--- src/include/mesh_params.svh ---
////////////////////////////////////////////////////////////
// Mesh size, scratchpad depth and Wishbone address fields
// for the 2x2 tiled mesh
////////////////////////////////////////////////////////////

`ifndef MESH_PARAMS_SVH
`define MESH_PARAMS_SVH

// Mesh dimensions in routers
`define MESH_X 2
`define MESH_Y 2

// Scratchpad geometry, 32-bit words
`define SPM_WORDS 64
`define SPM_AW 6

// Wishbone address width
`define WB_AW 32

// Tile select bits, x at this bit and y just above it
`define TILE_SEL_LSB 8

`endif

--- src/hw/mesh_pkg.sv ---
////////////////////////////////////////////////////////////
// Shared types of the mesh: coordinates, port directions,
// flit kinds, request/response payloads, flit and link
////////////////////////////////////////////////////////////

`include "mesh_params.svh"

package mesh_pkg;

  // Router port count, four neighbours plus the local tile
  localparam int unsigned num_ports = 5;

  typedef struct packed {
    logic x;
    logic y;
  } coord_t;

  // Port order also indexes the router link arrays
  typedef enum logic [2:0] {
    dir_north,
    dir_east,
    dir_south,
    dir_west,
    dir_local
  } port_e;

  typedef enum logic [1:0] {
    kind_rd_req,
    kind_wr_req,
    kind_rsp
  } flit_kind_e;

  ////////////////////////////////////////////////////////////
  // Payloads
  ////////////////////////////////////////////////////////////

  // Word index padded out to 16 bits
  typedef struct packed {
    logic [15-`SPM_AW:0] pad;
    logic [`SPM_AW-1:0]  idx;
    logic [3:0]          sel;
    logic [31:0]         wdata;
  } req_payload_t;

  typedef struct packed {
    logic [31:0] rdata;
    logic [19:0] pad;
  } rsp_payload_t;

  // Same 52 bits, read as request or response by flit kind
  typedef union packed {
    req_payload_t req;
    rsp_payload_t rsp;
  } payload_u;

  typedef struct packed {
    flit_kind_e kind;
    coord_t     src;
    coord_t     dst;
    payload_u   payload;
  } flit_t;

  // Ready runs the other way as its own bit
  typedef struct packed {
    logic  valid;
    flit_t flit;
  } link_t;

endpackage

--- src/hw/spm_endpoint.sv ---
////////////////////////////////////////////////////////////
// Scratchpad memory endpoint
// Serves read/write request flits, returns response flits
////////////////////////////////////////////////////////////

`include "mesh_params.svh"

module spm_endpoint (
  input  logic             clk_i,
  input  logic             arst_n_i,
  input  mesh_pkg::coord_t coord_i,
  input  mesh_pkg::link_t  link_i,
  output logic             link_ready_o,
  output mesh_pkg::link_t  link_o,
  input  logic             link_ready_i
);

  logic [31:0]             mem_q [`SPM_WORDS];
  mesh_pkg::req_payload_t  req;
  logic                    is_wr;
  logic                    accept;
  logic [31:0]             word;
  logic                    rsp_valid_q;
  mesh_pkg::flit_t         rsp_q;

  assign req          = link_i.flit.payload.req;
  assign is_wr        = (link_i.flit.kind == mesh_pkg::kind_wr_req);
  // No new request while a response waits
  assign link_ready_o = !rsp_valid_q;
  assign accept       = link_i.valid && link_ready_o;

  // Stored word, merged with the selected write bytes
  always_comb begin
    word = mem_q[req.idx];
    if (is_wr) begin
      for (int b = 0; b < 4; b++) begin
        if (req.sel[b]) begin
          word[8*b +: 8] = req.wdata[8*b +: 8];
        end
      end
    end
  end

  always_ff @(posedge clk_i or negedge arst_n_i) begin
    if (!arst_n_i) begin
      rsp_valid_q <= 1'b0;
    end else if (accept) begin
      rsp_valid_q <= 1'b1;
    end else if (link_ready_i) begin
      rsp_valid_q <= 1'b0;
    end
  end

  always_ff @(posedge clk_i) begin
    if (accept) begin
      if (is_wr) begin
        mem_q[req.idx] <= word;
      end
      rsp_q.kind              <= mesh_pkg::kind_rsp;
      rsp_q.src               <= coord_i;
      rsp_q.dst               <= link_i.flit.src;
      rsp_q.payload.rsp.rdata <= word;
      rsp_q.payload.rsp.pad   <= '0;
    end
  end

  assign link_o.valid = rsp_valid_q;
  assign link_o.flit  = rsp_q;

  // Responses only ever route to the host
  a_no_rsp_in: assert property (@(posedge clk_i) disable iff (!arst_n_i)
    accept |-> link_i.flit.kind != mesh_pkg::kind_rsp);

endmodule

--- config.mk ---
export PLATFORM = sky130hd
export DESIGN_NAME = spm_endpoint
export DESIGN_NICKNAME = d
export VERILOG_FILES = /design/src/hw/mesh_pkg.sv /design/src/hw/spm_endpoint.sv
export VERILOG_INCLUDE_DIRS = /design/src /design/src/include
export SDC_FILE = /design/constraint.sdc
export NUM_CORES = 2
export LEC_CHECK = 0
export CAP_MARGIN = 20
export CORE_MARGIN = 5
export CORE_UTILIZATION = 40
export CTS_CLUSTER_SIZE = 28
export DETAILED_ROUTE_END_ITERATION = 8
export DONT_BUFFER_PORTS = 1
export HOLD_SLACK_MARGIN = 0.05
export PLACE_DENSITY_LB_ADDON = 0.1
export SYNTH_ARGS = -nofsm -noshare
export SYNTH_HDL_FRONTEND = slang
export SYNTH_SLANG_ARGS = --single-unit
export TNS_END_PERCENT = 50
--- constraint.sdc ---
create_clock -name clk_i -period 9.34 [get_ports clk_i]
set_input_delay 0.934 -clock clk_i [delete_from_list [all_inputs] [get_ports clk_i]]
set_output_delay 0.934 -clock clk_i [all_outputs]
set_load 0.01 [all_outputs]
Yosys cells after proc, flatten, opt, wreduce, memory -nomap -nowiden
Memories as Yosys holds them, arrays and structs flattened.
Cells that the tools add are included.
{ "word_totals": {"reg_bits": 37, "mem_bits_rw": 2048, "inputBits": 64, "out_inout_bits": 60, "wordCells": 21, "mem_count": 1} }
{ "memory_table": {"columns": ["name", "words", "width", "rd", "rd_ports_with_merged_regs", "write_ports", "line", "rtl"], "rows": [
  ["mem_q", 64, 32, 1, 0, 1, "spm_endpoint.sv:18", "logic [31:0] mem_q [`SPM_WORDS];"]
]} }
{ "op_classes": {"n_eq_ne": 1, "muxes": 10, "reduce_logical": 3} }
{ "ops": {"columns": ["op", "n"], "rows": [
  ["32-bit two-way mux", 1],
  ["8-bit two-way mux", 4],
  ["1-bit two-way mux", 5],
  ["2-bit by 1-bit == test with 1-bit output (second input constant)", 1],
  ["2-bit nonzero test", 1],
  ["1-bit logical AND", 1],
  ["1-bit logical NOT", 1]
]} }

Logic depth before layout (Yosys ltp)
{ "depth": {"word_depth": 4, "depth_mapped": 12, "depth_no_buf": 6} }

Least setup slack after synthesis
Ideal clock, no wire load.
{ "synth_path": {"path_kind": "input to register", "startpoint": "input port link_i[58] in the netlist's numbering", "endpoint": "memory mem_q[12][0] (enable)", "setup_ns": 0.421, "t_arrival_ns": 4.781, "required_time_ns": 8.919, "path_slack_ns": 4.138, "cell_stages": 5, "path_buffers": 1, "cell_sequence": "nor2b_1 -> and2_1 -> clkbuf_1 -> nand3_1 -> nor2_1"} }
{ "synth_via": {"elab_chain_cells": 3} }
{ "synth_rtl": {"columns": ["element", "line", "rtl"], "rows": [
  ["from (decl)", "spm_endpoint.sv:12", "input mesh_pkg::link_t link_i,"],
  ["1-bit logical AND", "spm_endpoint.sv:30", "assign accept = link_i.valid && link_ready_o;"],
  ["1-bit two-way mux", "spm_endpoint.sv:55", "if (accept) begin"],
  ["1-bit two-way mux (implied by the code)", "spm_endpoint.sv:57", "mem_q[req.idx] <= word;"],
  ["to (decl)", "spm_endpoint.sv:18", null]
]} }
No other way between the ends.

Worst setup path in the final report
{ "layout_path": {"startpoint": "input port link_i[36] in the netlist's numbering", "endpoint": "memory mem_q[11][9] (enable)"} }
No word-level cell before the write port.

==> impl_metrics.env <==
export IMPL_status="finished, violations left"
export IMPL_violations="slew limit"
export IMPL_ys_ff_latch=2085
export IMPL_crit_arrival_ns=6.32
export IMPL_hold_violations=0
export IMPL_worst_setup_path_start_kind="input port"
export IMPL_p_leak_nw=28.2
export IMPL_synth_area_sq_um=80200
export IMPL_firstDrtPassIters=6
export IMPL_period_minus_slack_ns=5.85
export IMPL_dp_final_hpwl_um=148000
export IMPL_synth_top_area_share_pct=78.0
export IMPL_drt_iter0_markers=5804
export IMPL_area_delta_synth_final_pct=12.9
export IMPL_cts_tree="done"
export IMPL_intPower_mw=15.5
export IMPL_maxUsedRoutingLayer="met5"
export IMPL_fin_tns_setup_ns=0
export IMPL_yosys_warnings=0
export IMPL_wirelength_um=279000
export IMPL_coreArea_sq_um=200000
export IMPL_cp_max_fo=157
export IMPL_p_switching_mw=4.61
export IMPL_yosysSeqAreaShare_pct=78.0
export IMPL_cts_root_buf="clkbuf_16"
export IMPL_rsz0062_at_grt="no"
export IMPL_yosys_top_cells_area="edfxtp_1 78%, mux4_2 5.5%, mux2i_1 2.4%"
export IMPL_hold_end="rsp_valid_q"
export IMPL_peakVddDrop_mv=0.170
export IMPL_r2r_end="mem_q[23][12]"
export IMPL_slew_headroom_pct=-5.00
export IMPL_cts_resized=0
export IMPL_ioPinCount=124
export IMPL_synth_edf_count=2084
export IMPL_crit_type="in -> reg"
export IMPL_power_share_clock_pct=40.2
export IMPL_drv_slew=98
export IMPL_synth_top_cells_by_count="2084 x edfxtp_1, 197 x mux4_2, 191 x mux2i_1"
export IMPL_yosys_area_top_type="edfxtp_1"
export IMPL_initial_utilization_pct=40.2
export IMPL_fp_row_count=164
export IMPL_layout_drive_gt1_share_pct=20.8
export IMPL_vias=44154
export IMPL_final_nets=4285
export IMPL_port_buffers=0
export IMPL_seq_power_share_pct=53.1
export IMPL_numCtsBuffers=212
export IMPL_drc=0
export IMPL_synthCells=4128
export IMPL_finalCritPeriodShare_pct=62.6
export IMPL_clockBufferDepth=3
export IMPL_postSynthAreaPerCell_sq_um=19.4
export IMPL_synthArstFlopShare_pct=0.0480
export IMPL_fmax_mhz=171
export IMPL_h_tree_depth=4
export IMPL_track_usage_pct=26.0
export IMPL_worst_clock_skew_ns=0.0365
export IMPL_p_comb_share_pct=6.6
export IMPL_wl_met2_um=130000
export IMPL_cp_end_kind="flip-flop"
export IMPL_post_cts_repair_setup_buffers=0
export IMPL_holdBufCountCts=1
export IMPL_dp_cells=6657
export IMPL_cts_sinks=2085
export IMPL_p_sw_share_pct=22.9
export IMPL_synth_most_common_cell="edfxtp_1"
export IMPL_dieArea_sq_um=210000
export IMPL_antenna_found_initial=26
export IMPL_met3_length_um=21700
export IMPL_worstHoldStart="link_ready_i"
export IMPL_timing_rr_start="rsp_valid_q"
export IMPL_crit_start="link_i[36]"
export IMPL_globalplace_congestion=0.777
export IMPL_ant_nets=0
export IMPL_finalSetupViolCount=0
export IMPL_tightest_slew_ns=1.57
export IMPL_grt_pass1_wl_um=376000
export IMPL_grt_pass1_vias=42178
export IMPL_clk_latency_ns=0.86
export IMPL_worstPathRequired_ns=9.82
export IMPL_min_path_cells=1
export IMPL_power_density_nw_per_um2=222
export IMPL_synth_flop_cell="edfxtp_1"
export IMPL_ff2ff_setup_slack_ns=5.39
export IMPL_layout_cells_non_filler=7057
export IMPL_hold_path_class="in -> reg"
export IMPL_vias_per_cell=6.26
export IMPL_wl_met1_um=119000
export IMPL_maxCapViolations=0
export IMPL_detail_route_wl_per_cell_um=39.6
export IMPL_reg2reg_depth=5
export IMPL_overflow=0
export IMPL_cts_clk_slew_worst_paths_ns=0.06
export IMPL_chipWidth_um=458
export IMPL_grt_max_degree=415
export IMPL_ys_types=69
export IMPL_die_h_um=458
[critical path, cell delays in order]
cell     delay [ns]
buf_16         0.60
buf_16         0.87
nand2_1        0.91
nor2_1         0.47
buf_4          0.27
nand2_1        0.48
nor2_4         0.89
buf_4          0.55
[final cells by class]
type                            instances  area (sq um)
Fill cell                           17034        109000
Tap cell                             2656          3320
Antenna cell                           11          27.5
Timing Repair Buffer                  165          1420
Multi-Input combinational cell       1753         16700
Inverter                                4          25.0
Clock inverter                        116           890
Sequential cell                      2085         62600
Clock buffer                          267          5600
[stage by stage]
| step | power (mW) | utilization, % | setup slack, ns | instance area [sq um] | hold WS [ns] |
|---|---|---|---|---|---|
| finish | 20.1 | 45.3 | 3.49 | 90500 | 0.177 |
| global route | 20.7 | 45.3 | 3.42 | 90500 | 0.134 |
| CTS | 20.2 | 45.3 | 5.12 | 90400 | 0.100 |
| detailed placement | 12.1 | 42.0 | 4.21 | 83900 | 0.638 |
| global placement | 12.1 | 42.0 | 4.06 | 83800 | 0.638 |
| floorplan | 11.6 | - | 4.14 | 80300 | 0.589 |
[state kept, by name, indices dropped and copies added, names as in the netlist]
signal,count
rsp_valid_q,1
link_o,36
mem_q,2048
[how the worst max path moves through the flow]
stage                          to  slack [ns]  cells after the start
floorplan            mem_q[12][0]        4.14                      5
global placement     mem_q[12][7]        4.06                      5
detailed placement    mem_q[4][4]        4.21                      7
CTS                   mem_q[4][4]        5.12                      7
global route        mem_q[11][30]        3.42                      8
finish               mem_q[11][9]        3.49                      8
[layout by cell type, fill, tap and decap left out, types with 19 or more instances in the layout]
master     instances
mux4_2           197
buf_4            151
nor2_1            84
clkbuf_1          51
nand2_1           84
clkbuf_16        216
clkinv_1          58
nor2_4            66
o22ai_1          112
mux2_2           141
a221o_1           40
a31oi_1           19
mux2i_1          191
o32a_2            20
a22o_1            35
edfxtp_1        2084
conb_1            22
a22oi_1          132
nand3_1           35
o21ai_0           97
clkinv_2          34
a222oi_1          19
a221oi_1         185
a21oi_1           93
[cells by family (layout without fill, tap and decap cells)]
family,count (synthesis),after routing,synth area share (%)
AND/OR/NAND/NOR,349,349,1.96
buffers and inverters,310,552,2.19
other,2,33,0.00936
multiplexers,534,534,9.97
AO/OA/AOI/OAI,848,848,7.82
flip-flops,2085,2085,78.0
[power groups by stage]
stage	Sequential [mW]	Clock, mW	Combinational (mW)
final	10.7	8.09	1.33
after global routing	10.7	8.60	1.39
after CTS	10.7	8.22	1.25
after detailed placement	10.9	0	1.25
after global placement	10.9	0	1.23
after floorplan	10.9	0	0.738
[layer usage]
metal  GRT usage (%)  up-vias
li1                -    17507
met1            37.9    24115
met2            40.6     2122
met3            4.26      408
met4            7.81        2
met5               0        -
Note: power is estimated with default switching activity, not from simulation.
