## config.mk

```make
export PLATFORM = sky130hd
export DESIGN_NAME = wb_noc_bridge
export DESIGN_NICKNAME = d
export VERILOG_FILES = /design/src/hw/mesh_pkg.sv /design/src/hw/wb_noc_bridge.sv
export VERILOG_INCLUDE_DIRS = /design/src /design/src/include
export SDC_FILE = /design/constraint.sdc
export NUM_CORES = 1
export LEC_CHECK = 0
export ABC_AREA = 1
export BUFFER_PORTS_ARGS = -buffer_cell sky130_fd_sc_hd__buf_4
export CAP_MARGIN = 30
export CORE_AREA = 2 2 88 90
export DETAILED_ROUTE_END_ITERATION = 8
export DIE_AREA = 0 0 90 92
export PLACE_DENSITY = 0.75
export SLEW_MARGIN = 10
export SYNTH_ARGS = -nofsm -noshare
export SYNTH_HDL_FRONTEND = slang
export SYNTH_SLANG_ARGS = --single-unit
```

## constraint.sdc

```tcl
create_clock -name clk_i -period 8 [get_ports clk_i]
set_input_delay 0.8 -clock clk_i [delete_from_list [all_inputs] [get_ports clk_i]]
set_output_delay 0.8 -clock clk_i [all_outputs]
set_load 0.05 [all_outputs]
```

## src/include/mesh_params.svh

```systemverilog
////////////////////////////////////////////////////////////
// Mesh size, scratchpad depth and Wishbone address fields
// for the 2x2 tiled mesh
////////////////////////////////////////////////////////////

`ifndef MESH_PARAMS_SVH
`define MESH_PARAMS_SVH

// Mesh dimensions in routers
`define MESH_X 2
`define MESH_Y 2

// Scratchpad geometry, 32-bit words
`define SPM_WORDS 64
`define SPM_AW 6

// Wishbone address width
`define WB_AW 32

// Tile select bits, x at this bit and y just above it
`define TILE_SEL_LSB 8

`endif

```

## src/hw/mesh_pkg.sv

```systemverilog
////////////////////////////////////////////////////////////
// Shared types of the mesh: coordinates, port directions,
// flit kinds, request/response payloads, flit and link
////////////////////////////////////////////////////////////

`include "mesh_params.svh"

package mesh_pkg;

  // Router port count, four neighbours plus the local tile
  localparam int unsigned num_ports = 5;

  typedef struct packed {
    logic x;
    logic y;
  } coord_t;

  // Port order also indexes the router link arrays
  typedef enum logic [2:0] {
    dir_north,
    dir_east,
    dir_south,
    dir_west,
    dir_local
  } port_e;

  typedef enum logic [1:0] {
    kind_rd_req,
    kind_wr_req,
    kind_rsp
  } flit_kind_e;

  ////////////////////////////////////////////////////////////
  // Payloads
  ////////////////////////////////////////////////////////////

  // Word index padded out to 16 bits
  typedef struct packed {
    logic [15-`SPM_AW:0] pad;
    logic [`SPM_AW-1:0]  idx;
    logic [3:0]          sel;
    logic [31:0]         wdata;
  } req_payload_t;

  typedef struct packed {
    logic [31:0] rdata;
    logic [19:0] pad;
  } rsp_payload_t;

  // Same 52 bits, read as request or response by flit kind
  typedef union packed {
    req_payload_t req;
    rsp_payload_t rsp;
  } payload_u;

  typedef struct packed {
    flit_kind_e kind;
    coord_t     src;
    coord_t     dst;
    payload_u   payload;
  } flit_t;

  // Ready runs the other way as its own bit
  typedef struct packed {
    logic  valid;
    flit_t flit;
  } link_t;

endpackage

```

## src/hw/wb_noc_bridge.sv

```systemverilog
////////////////////////////////////////////////////////////
// Host bridge from Wishbone classic to mesh flits
// One transfer outstanding, local err for unmapped targets
////////////////////////////////////////////////////////////

`include "mesh_params.svh"

module wb_noc_bridge (
  input  logic               clk_i,
  input  logic               arst_n_i,
  input  logic               wb_cyc_i,
  input  logic               wb_stb_i,
  input  logic               wb_we_i,
  input  logic [`WB_AW-1:0]  wb_adr_i,
  input  logic [31:0]        wb_dat_i,
  input  logic [3:0]         wb_sel_i,
  output logic [31:0]        wb_dat_o,
  output logic               wb_ack_o,
  output logic               wb_err_o,
  output mesh_pkg::link_t    link_o,
  input  logic               link_ready_i,
  input  mesh_pkg::link_t    link_i,
  output logic               link_ready_o
);

  typedef enum logic [1:0] {
    st_idle,
    st_send,
    st_wait,
    st_done
  } state_e;

  // The bridge sits on tile (0,0)
  localparam mesh_pkg::coord_t host = '{x: 1'b0, y: 1'b0};

  state_e           state_q;
  logic             err_q;
  logic             start;
  logic             bad;
  logic             rsp_hit;
  mesh_pkg::coord_t tile;
  mesh_pkg::flit_t  req_d;
  mesh_pkg::flit_t  req_q;
  logic [31:0]      rdata_q;

  ////////////////////////////////////////////////////////////
  // Address decode and request build
  ////////////////////////////////////////////////////////////

  assign start  = wb_cyc_i && wb_stb_i && (state_q == st_idle);
  assign tile.x = wb_adr_i[`TILE_SEL_LSB];
  assign tile.y = wb_adr_i[`TILE_SEL_LSB+1];
  assign bad    = (|wb_adr_i[`WB_AW-1:`TILE_SEL_LSB+2]) || (tile == host);

  always_comb begin
    req_d                     = '0;
    req_d.kind                = wb_we_i ? mesh_pkg::kind_wr_req : mesh_pkg::kind_rd_req;
    req_d.src                 = host;
    req_d.dst                 = tile;
    // Byte address, so the word index starts at bit 2
    req_d.payload.req.idx     = wb_adr_i[`TILE_SEL_LSB-1 -: `SPM_AW];
    req_d.payload.req.sel     = wb_sel_i;
    req_d.payload.req.wdata   = wb_dat_i;
  end

  assign rsp_hit = (state_q == st_wait) && link_i.valid &&
                   (link_i.flit.kind == mesh_pkg::kind_rsp);

  ////////////////////////////////////////////////////////////
  // Transfer FSM
  ////////////////////////////////////////////////////////////

  always_ff @(posedge clk_i or negedge arst_n_i) begin
    if (!arst_n_i) begin
      state_q <= st_idle;
      err_q   <= 1'b0;
    end else begin
      case (state_q)
        st_idle: begin
          if (start) begin
            err_q   <= bad;
            state_q <= bad ? st_done : st_send;
          end
        end
        st_send: begin
          if (link_ready_i) begin
            state_q <= st_wait;
          end
        end
        st_wait: begin
          if (rsp_hit) begin
            state_q <= st_done;
          end
        end
        default: state_q <= st_idle;
      endcase
    end
  end

  always_ff @(posedge clk_i) begin
    if (start) begin
      req_q <= req_d;
    end
    if (rsp_hit) begin
      rdata_q <= link_i.flit.payload.rsp.rdata;
    end
  end

  assign link_o.valid = (state_q == st_send);
  assign link_o.flit  = req_q;
  assign link_ready_o = (state_q == st_wait);
  assign wb_dat_o     = rdata_q;
  assign wb_ack_o     = (state_q == st_done) && !err_q;
  assign wb_err_o     = (state_q == st_done) && err_q;

  a_stb_in_cyc: assert property (@(posedge clk_i) disable iff (!arst_n_i)
    wb_stb_i |-> wb_cyc_i);

endmodule

```

Word level (Yosys, flattened, before mapping)
Index checks and enable logic that the tools add are counted.
{"block": "word_totals", "ff_bits": 81, "rom_bits": 0, "ram_bits": 0, "latchBits": 0, "mem_count": 0, "output_inout_bits": 94, "inputBits": 133}
{"block": "classes", "n_bitwise": 0, "reduce_logical": 13, "n_div": 0, "n_addsub": 0, "n_eq_ne": 7, "n_mul": 0, "n_shift": 0, "muxes": 6, "order_cmp": 0}
{"op": "22-bit OR reduction", "count": 1}
{"op": "2-bit 2-to-1 mux", "count": 4}
{"op": "2-bit equality test (second input constant)", "count": 3}
{"op": "1-bit logical AND", "count": 6}
{"op": "2-bit case mux with 3 select lines", "count": 1}
{"op": "2-bit zero test", "count": 2}
{"op": "2-bit by 1-bit inequality test with 1-bit output (second input constant)", "count": 2}
{"op": "3-bit AND reduction", "count": 1}
{"op": "2-bit by 1-bit equality test with 1-bit output (second input constant)", "count": 1}
{"op": "2-bit inequality test (second input constant)", "count": 1}
{"op": "2-bit AND reduction", "count": 1}
{"op": "1-bit zero test", "count": 1}
{"op": "1-bit logical OR", "count": 1}
{"op": "1-bit 2-to-1 mux", "count": 1}

Longest topological paths before layout
{"block": "depth", "ltp_word": 5, "depth_mapped": 8, "depth_no_buf": 8}

Worst setup path after synthesis
OpenSTA, ideal clock, no wires.
{"block": "synth_timing", "path_type": "input port to flip-flop", "start": "input port wb_cyc_i", "end": "register err_q", "setup_time_ns": 0.126, "required_time_ns": 7.874, "cell_stages": 3, "arrival_time_ns": 3.262, "slack_ns": 4.612, "path_cell_list": "nand2_1 -> nor2_1 -> mux2_2"}
{"block": "synth_via", "elab_chain_cells": 3}
{"item": "start: declaration", "line_no": "wb_noc_bridge.sv:11", "text": "input logic wb_cyc_i,"}
{"item": "1-bit logical AND (2 in series)", "line_no": "wb_noc_bridge.sv:50", "text": "assign start = wb_cyc_i && wb_stb_i && (state_q == st_idle);"}
{"item": "net start", "line_no": "wb_noc_bridge.sv:38", "text": "logic start;"}
{"item": "2-bit AND reduction (no source line)"}
{"item": "end signal: assignment", "line_no": "wb_noc_bridge.sv:76", "text": "err_q <= 1'b0;"}
{"item": "end signal: assignment", "line_no": "wb_noc_bridge.sv:81", "text": "err_q <= bad;"}
{"item": "end: declaration", "line_no": "wb_noc_bridge.sv:37", "text": "logic err_q;"}
The timed path passes the listed nets, and every way through them passes these cells.
A chain may end at the register's enable or synchronous reset.

Worst setup path after layout
{"block": "layout_timing", "start": "register state_q[0]", "end": "register state_q[1]"}
{"block": "layout_via", "elab_chain_cells": 5, "elab_cells_between_ends": 11}
{"item": "start: declaration", "line_no": "wb_noc_bridge.sv:36", "text": "state_e state_q;"}
{"item": "start signal: assignment", "line_no": "wb_noc_bridge.sv:75", "text": "state_q <= st_idle;"}
{"item": "start signal: assignment", "line_no": "wb_noc_bridge.sv:82", "text": "state_q <= bad ? st_done : st_send;"}
{"item": "start signal: assignment", "line_no": "wb_noc_bridge.sv:87", "text": "state_q <= st_wait;"}
{"item": "2-bit equality test", "line_no": "wb_noc_bridge.sv:66", "text": "assign rsp_hit = (state_q == st_wait) && link_i.valid &&"}
{"item": "1-bit logical AND (2 in series)", "line_no": "wb_noc_bridge.sv:66"}
{"item": "net rsp_hit", "line_no": "wb_noc_bridge.sv:40", "text": "logic rsp_hit;"}
{"item": "2-bit by 1-bit inequality test with 1-bit output (no source line)"}
{"item": "3-bit AND reduction (no source line)"}
The timed path passes the listed nets, and every way through them passes these cells.

==> impl_metrics.py <==
metrics = {
    "outcome": {
        "outcome": "finished, final reports clean",
    },
    "finish": {
        "fin_area_mm2": 0.00443,
        "fin_cells": 450,
        "drive_gt1_share_pct": 59.2,
        "utilization_pct": 59.5,
        "nets": 482,
        "syn_to_final_growth_pct": 61.1,
        "insertedDiodeCount": 0,
    },
    "timing": {
        "finalSetupTns_ps": 0,
        "fmax_mhz": 432,
        "fin_crit_sh_pct": 28.9,
        "hold_viol": 0,
        "finClkSkew_ps": 4.49,
        "hold_slack_ps": 242,
        "setup_viol": 0,
        "tightest_slew_ps": 772,
        "fin_crit_ps": 2310,
        "slew-limit-headroom_pct": 48.5,
        "fin_ws_ps": 5690,
        "drv_slew": 0,
        "rsz0062_at_grt": "no",
    },
    "power": {
        "power_density_mw_per_mm2": 242,
        "leakagePower_nw": 1.90,
        "power_mw": 1.07,
        "max-vdd-ir-drop_v": 0.000147,
    },
    "floorplan": {
        "rows": 32,
        "dieArea_mm2": 0.00828,
        "initial_core_util_pct": 36.9,
        "fp.dieH_um": 92,
        "io_pins": 227,
        "core_area_mm2": 0.00745,
        "die_w_um": 90,
    },
    "placement": {
        "dp_hpwl_um": 5220,
        "pre_cts_slack_ps": 5600,
        "place_area_mm2": 0.00428,
        "io_buffers": 187,
        "place_inst": 436,
        "gp_congestion": 0.773,
    },
    "critical_path": {
        "worstPathMaxFanout": 19,
        "path_cells": "inv_1, ha_1, nand2_1, nor3b_4, buf_4, o21bai_2, nor2_2, nand2_1, nand2_1",
        "crit_buf_inv": 2,
        "worst_ep_arrival_time_ps": 2590,
        "path_class": "reg2reg",
        "crit_path_end_kind": "register",
        "required_ps": 8280,
        "slowest_delay_ps": 660,
        "critPathTopFamily": "simple AND/OR/NAND/NOR gates",
        "critPathLaunchType": "register",
        "cp_slowest_cell": "nor3b_4",
        "cp_common_cell": "nand2_1",
    },
    "drt": {
        "remaining_drc_errors": 0,
        "routedWlPerCell_um": 14.6,
        "via_count": 1900,
        "viasPerCell": 4.22,
        "antenna_left": 0,
        "drt_first_pass_iters": 4,
        "first_iter_violations": 53,
        "wirelength_um": 6580,
    },
    "global_route": {
        "grt_pass1_vias": 1793,
        "overflow": 0,
        "antenna_found_initial": 0,
        "grt_pass1_wl_um": 9350,
        "grt_max_degree": 27,
        "grt_usage_pct": 15.3,
    },
    "logic_synthesis": {
        "ys_seq_area_share_pct": 86.8,
        "synth-seq-cells": 80,
        "ys_warn_count": 0,
        "ys_types": 15,
        "synth_area_mm2": 0.00275,
        "syn_avg_cell_area_um2": 18.8,
        "syn_inst": 146,
    },
    "clock_tree": {
        "cts_root_buf": "clkbuf_8",
        "clk_pin_slew_ps": 70,
        "clk_latency_ps": 330,
        "cts_sinks": 80,
        "post-cts-setup-buffers": 0,
        "cts_tree": "yes",
        "numCtsBuffers": 9,
        "htreeDepth": 3,
        "post_cts_resize_count": 0,
        "cts.hold.buffers_added": 0,
        "cts_buffer_depth": 2,
    },
    "hold_path": {
        "hold_class": "in2async",
    },
    "flow_run": {
        "cap_violations": 0,
    },
}
path summary, 6_finish.rpt:
kind	to	from	depth (start not counted)	slack (ps)
hold reg to reg	state_q[1]	state_q[1]	2	560
setup reg to reg	state_q[1]	state_q[0]	9	5690
max in group asynchronous	state_q[1]	arst_n_i	1	7660
setup / recovery	state_q[1]	state_q[0]	9	5690
hold / removal	err_q	arst_n_i	1	240
min in group clk_i	state_q[1]	state_q[1]	2	560
layer usage:
layer / vias up / track usage, % / share of wire (%) / wire [µm]
li1: 891 / - / - / -
met1: 875 / 16.1 / 35 / 2330
met2: 127 / 26.9 / 53 / 3490
met3: 7 / 6.57 / 9.7 / 637
met4: 0 / 6.67 / 1.8 / 120
met5: - / 0 / 0 / 0
cell usage in the layout, fill, tap and decap left out:
master / netlist / final
nor3b_4: 0 / 1
clkinv_2: 0 / 1
nor2_4: 0 / 1
nand3_1: 1 / 1
nor2_1: 17 / 16
clkinvlp_4: 0 / 2
clkbuf_1: 0 / 1
dfrtp_1: 3 / 3
clkbuf_8: 0 / 9
edfxtp_1: 77 / 77
inv_1: 8 / 8
nand2_1: 15 / 15
o21ai_1: 1 / 1
buf_4: 13 / 188
clkinv_1: 0 / 1
buf_16: 0 / 1
ha_1: 4 / 4
conb_1: 1 / 13
o21bai_2: 1 / 1
nor2_2: 1 / 1
o21ai_0: 2 / 2
mux2_2: 1 / 1
cell type report:
| type | count | area [µm²] |
|---|---|---|
| Clock buffer | 10 | 128 |
| Clock inverter | 4 | 23.8 |
| Fill cell | 596 | 3020 |
| Inverter | 8 | 30.0 |
| Multi-Input combinational cell | 57 | 294 |
| Sequential cell | 80 | 2390 |
| Tap cell | 102 | 128 |
| Timing Repair Buffer | 189 | 1440 |
power by group:
group / switching, mW / leakage [nW] / internal (mW)
sequential: 0.0139 / 0.732 / 0.504
combinational: 0.211 / 1.10 / 0.105
clock: 0.130 / 0.0717 / 0.108
total: 0.355 / 1.90 / 0.717
cell usage after synthesis, drive strengths merged:
master / instances / area (µm²)
o21ai: 3 / 15.0
ha: 4 / 50.1
inv: 8 / 30.0
nor2: 18 / 70.1
nor3b: 1 / 12.5
nand2: 15 / 56.3
dfrtp: 3 / 75.1
o21bai: 1 / 11.3
nand3: 1 / 5.00
conb: 1 / 3.75
buf: 13 / 97.6
mux2: 1 / 11.3
edfxtp: 77 / 2310
registers in the layout (all words and copies together) (netlist names):
signal,count
err_q,1
link_o,45
state_q,2
wb_dat_o,32
kinds of logic after synthesis:
group / share of synthesized area [%]
other cells: 0.136
fa+ha+maj: 1.82
mux: 0.409
flops: 86.8
compound gates: 0.955
simple gates: 5.23
buf+inv: 4.64
Power figures use the tool's default switching activity.
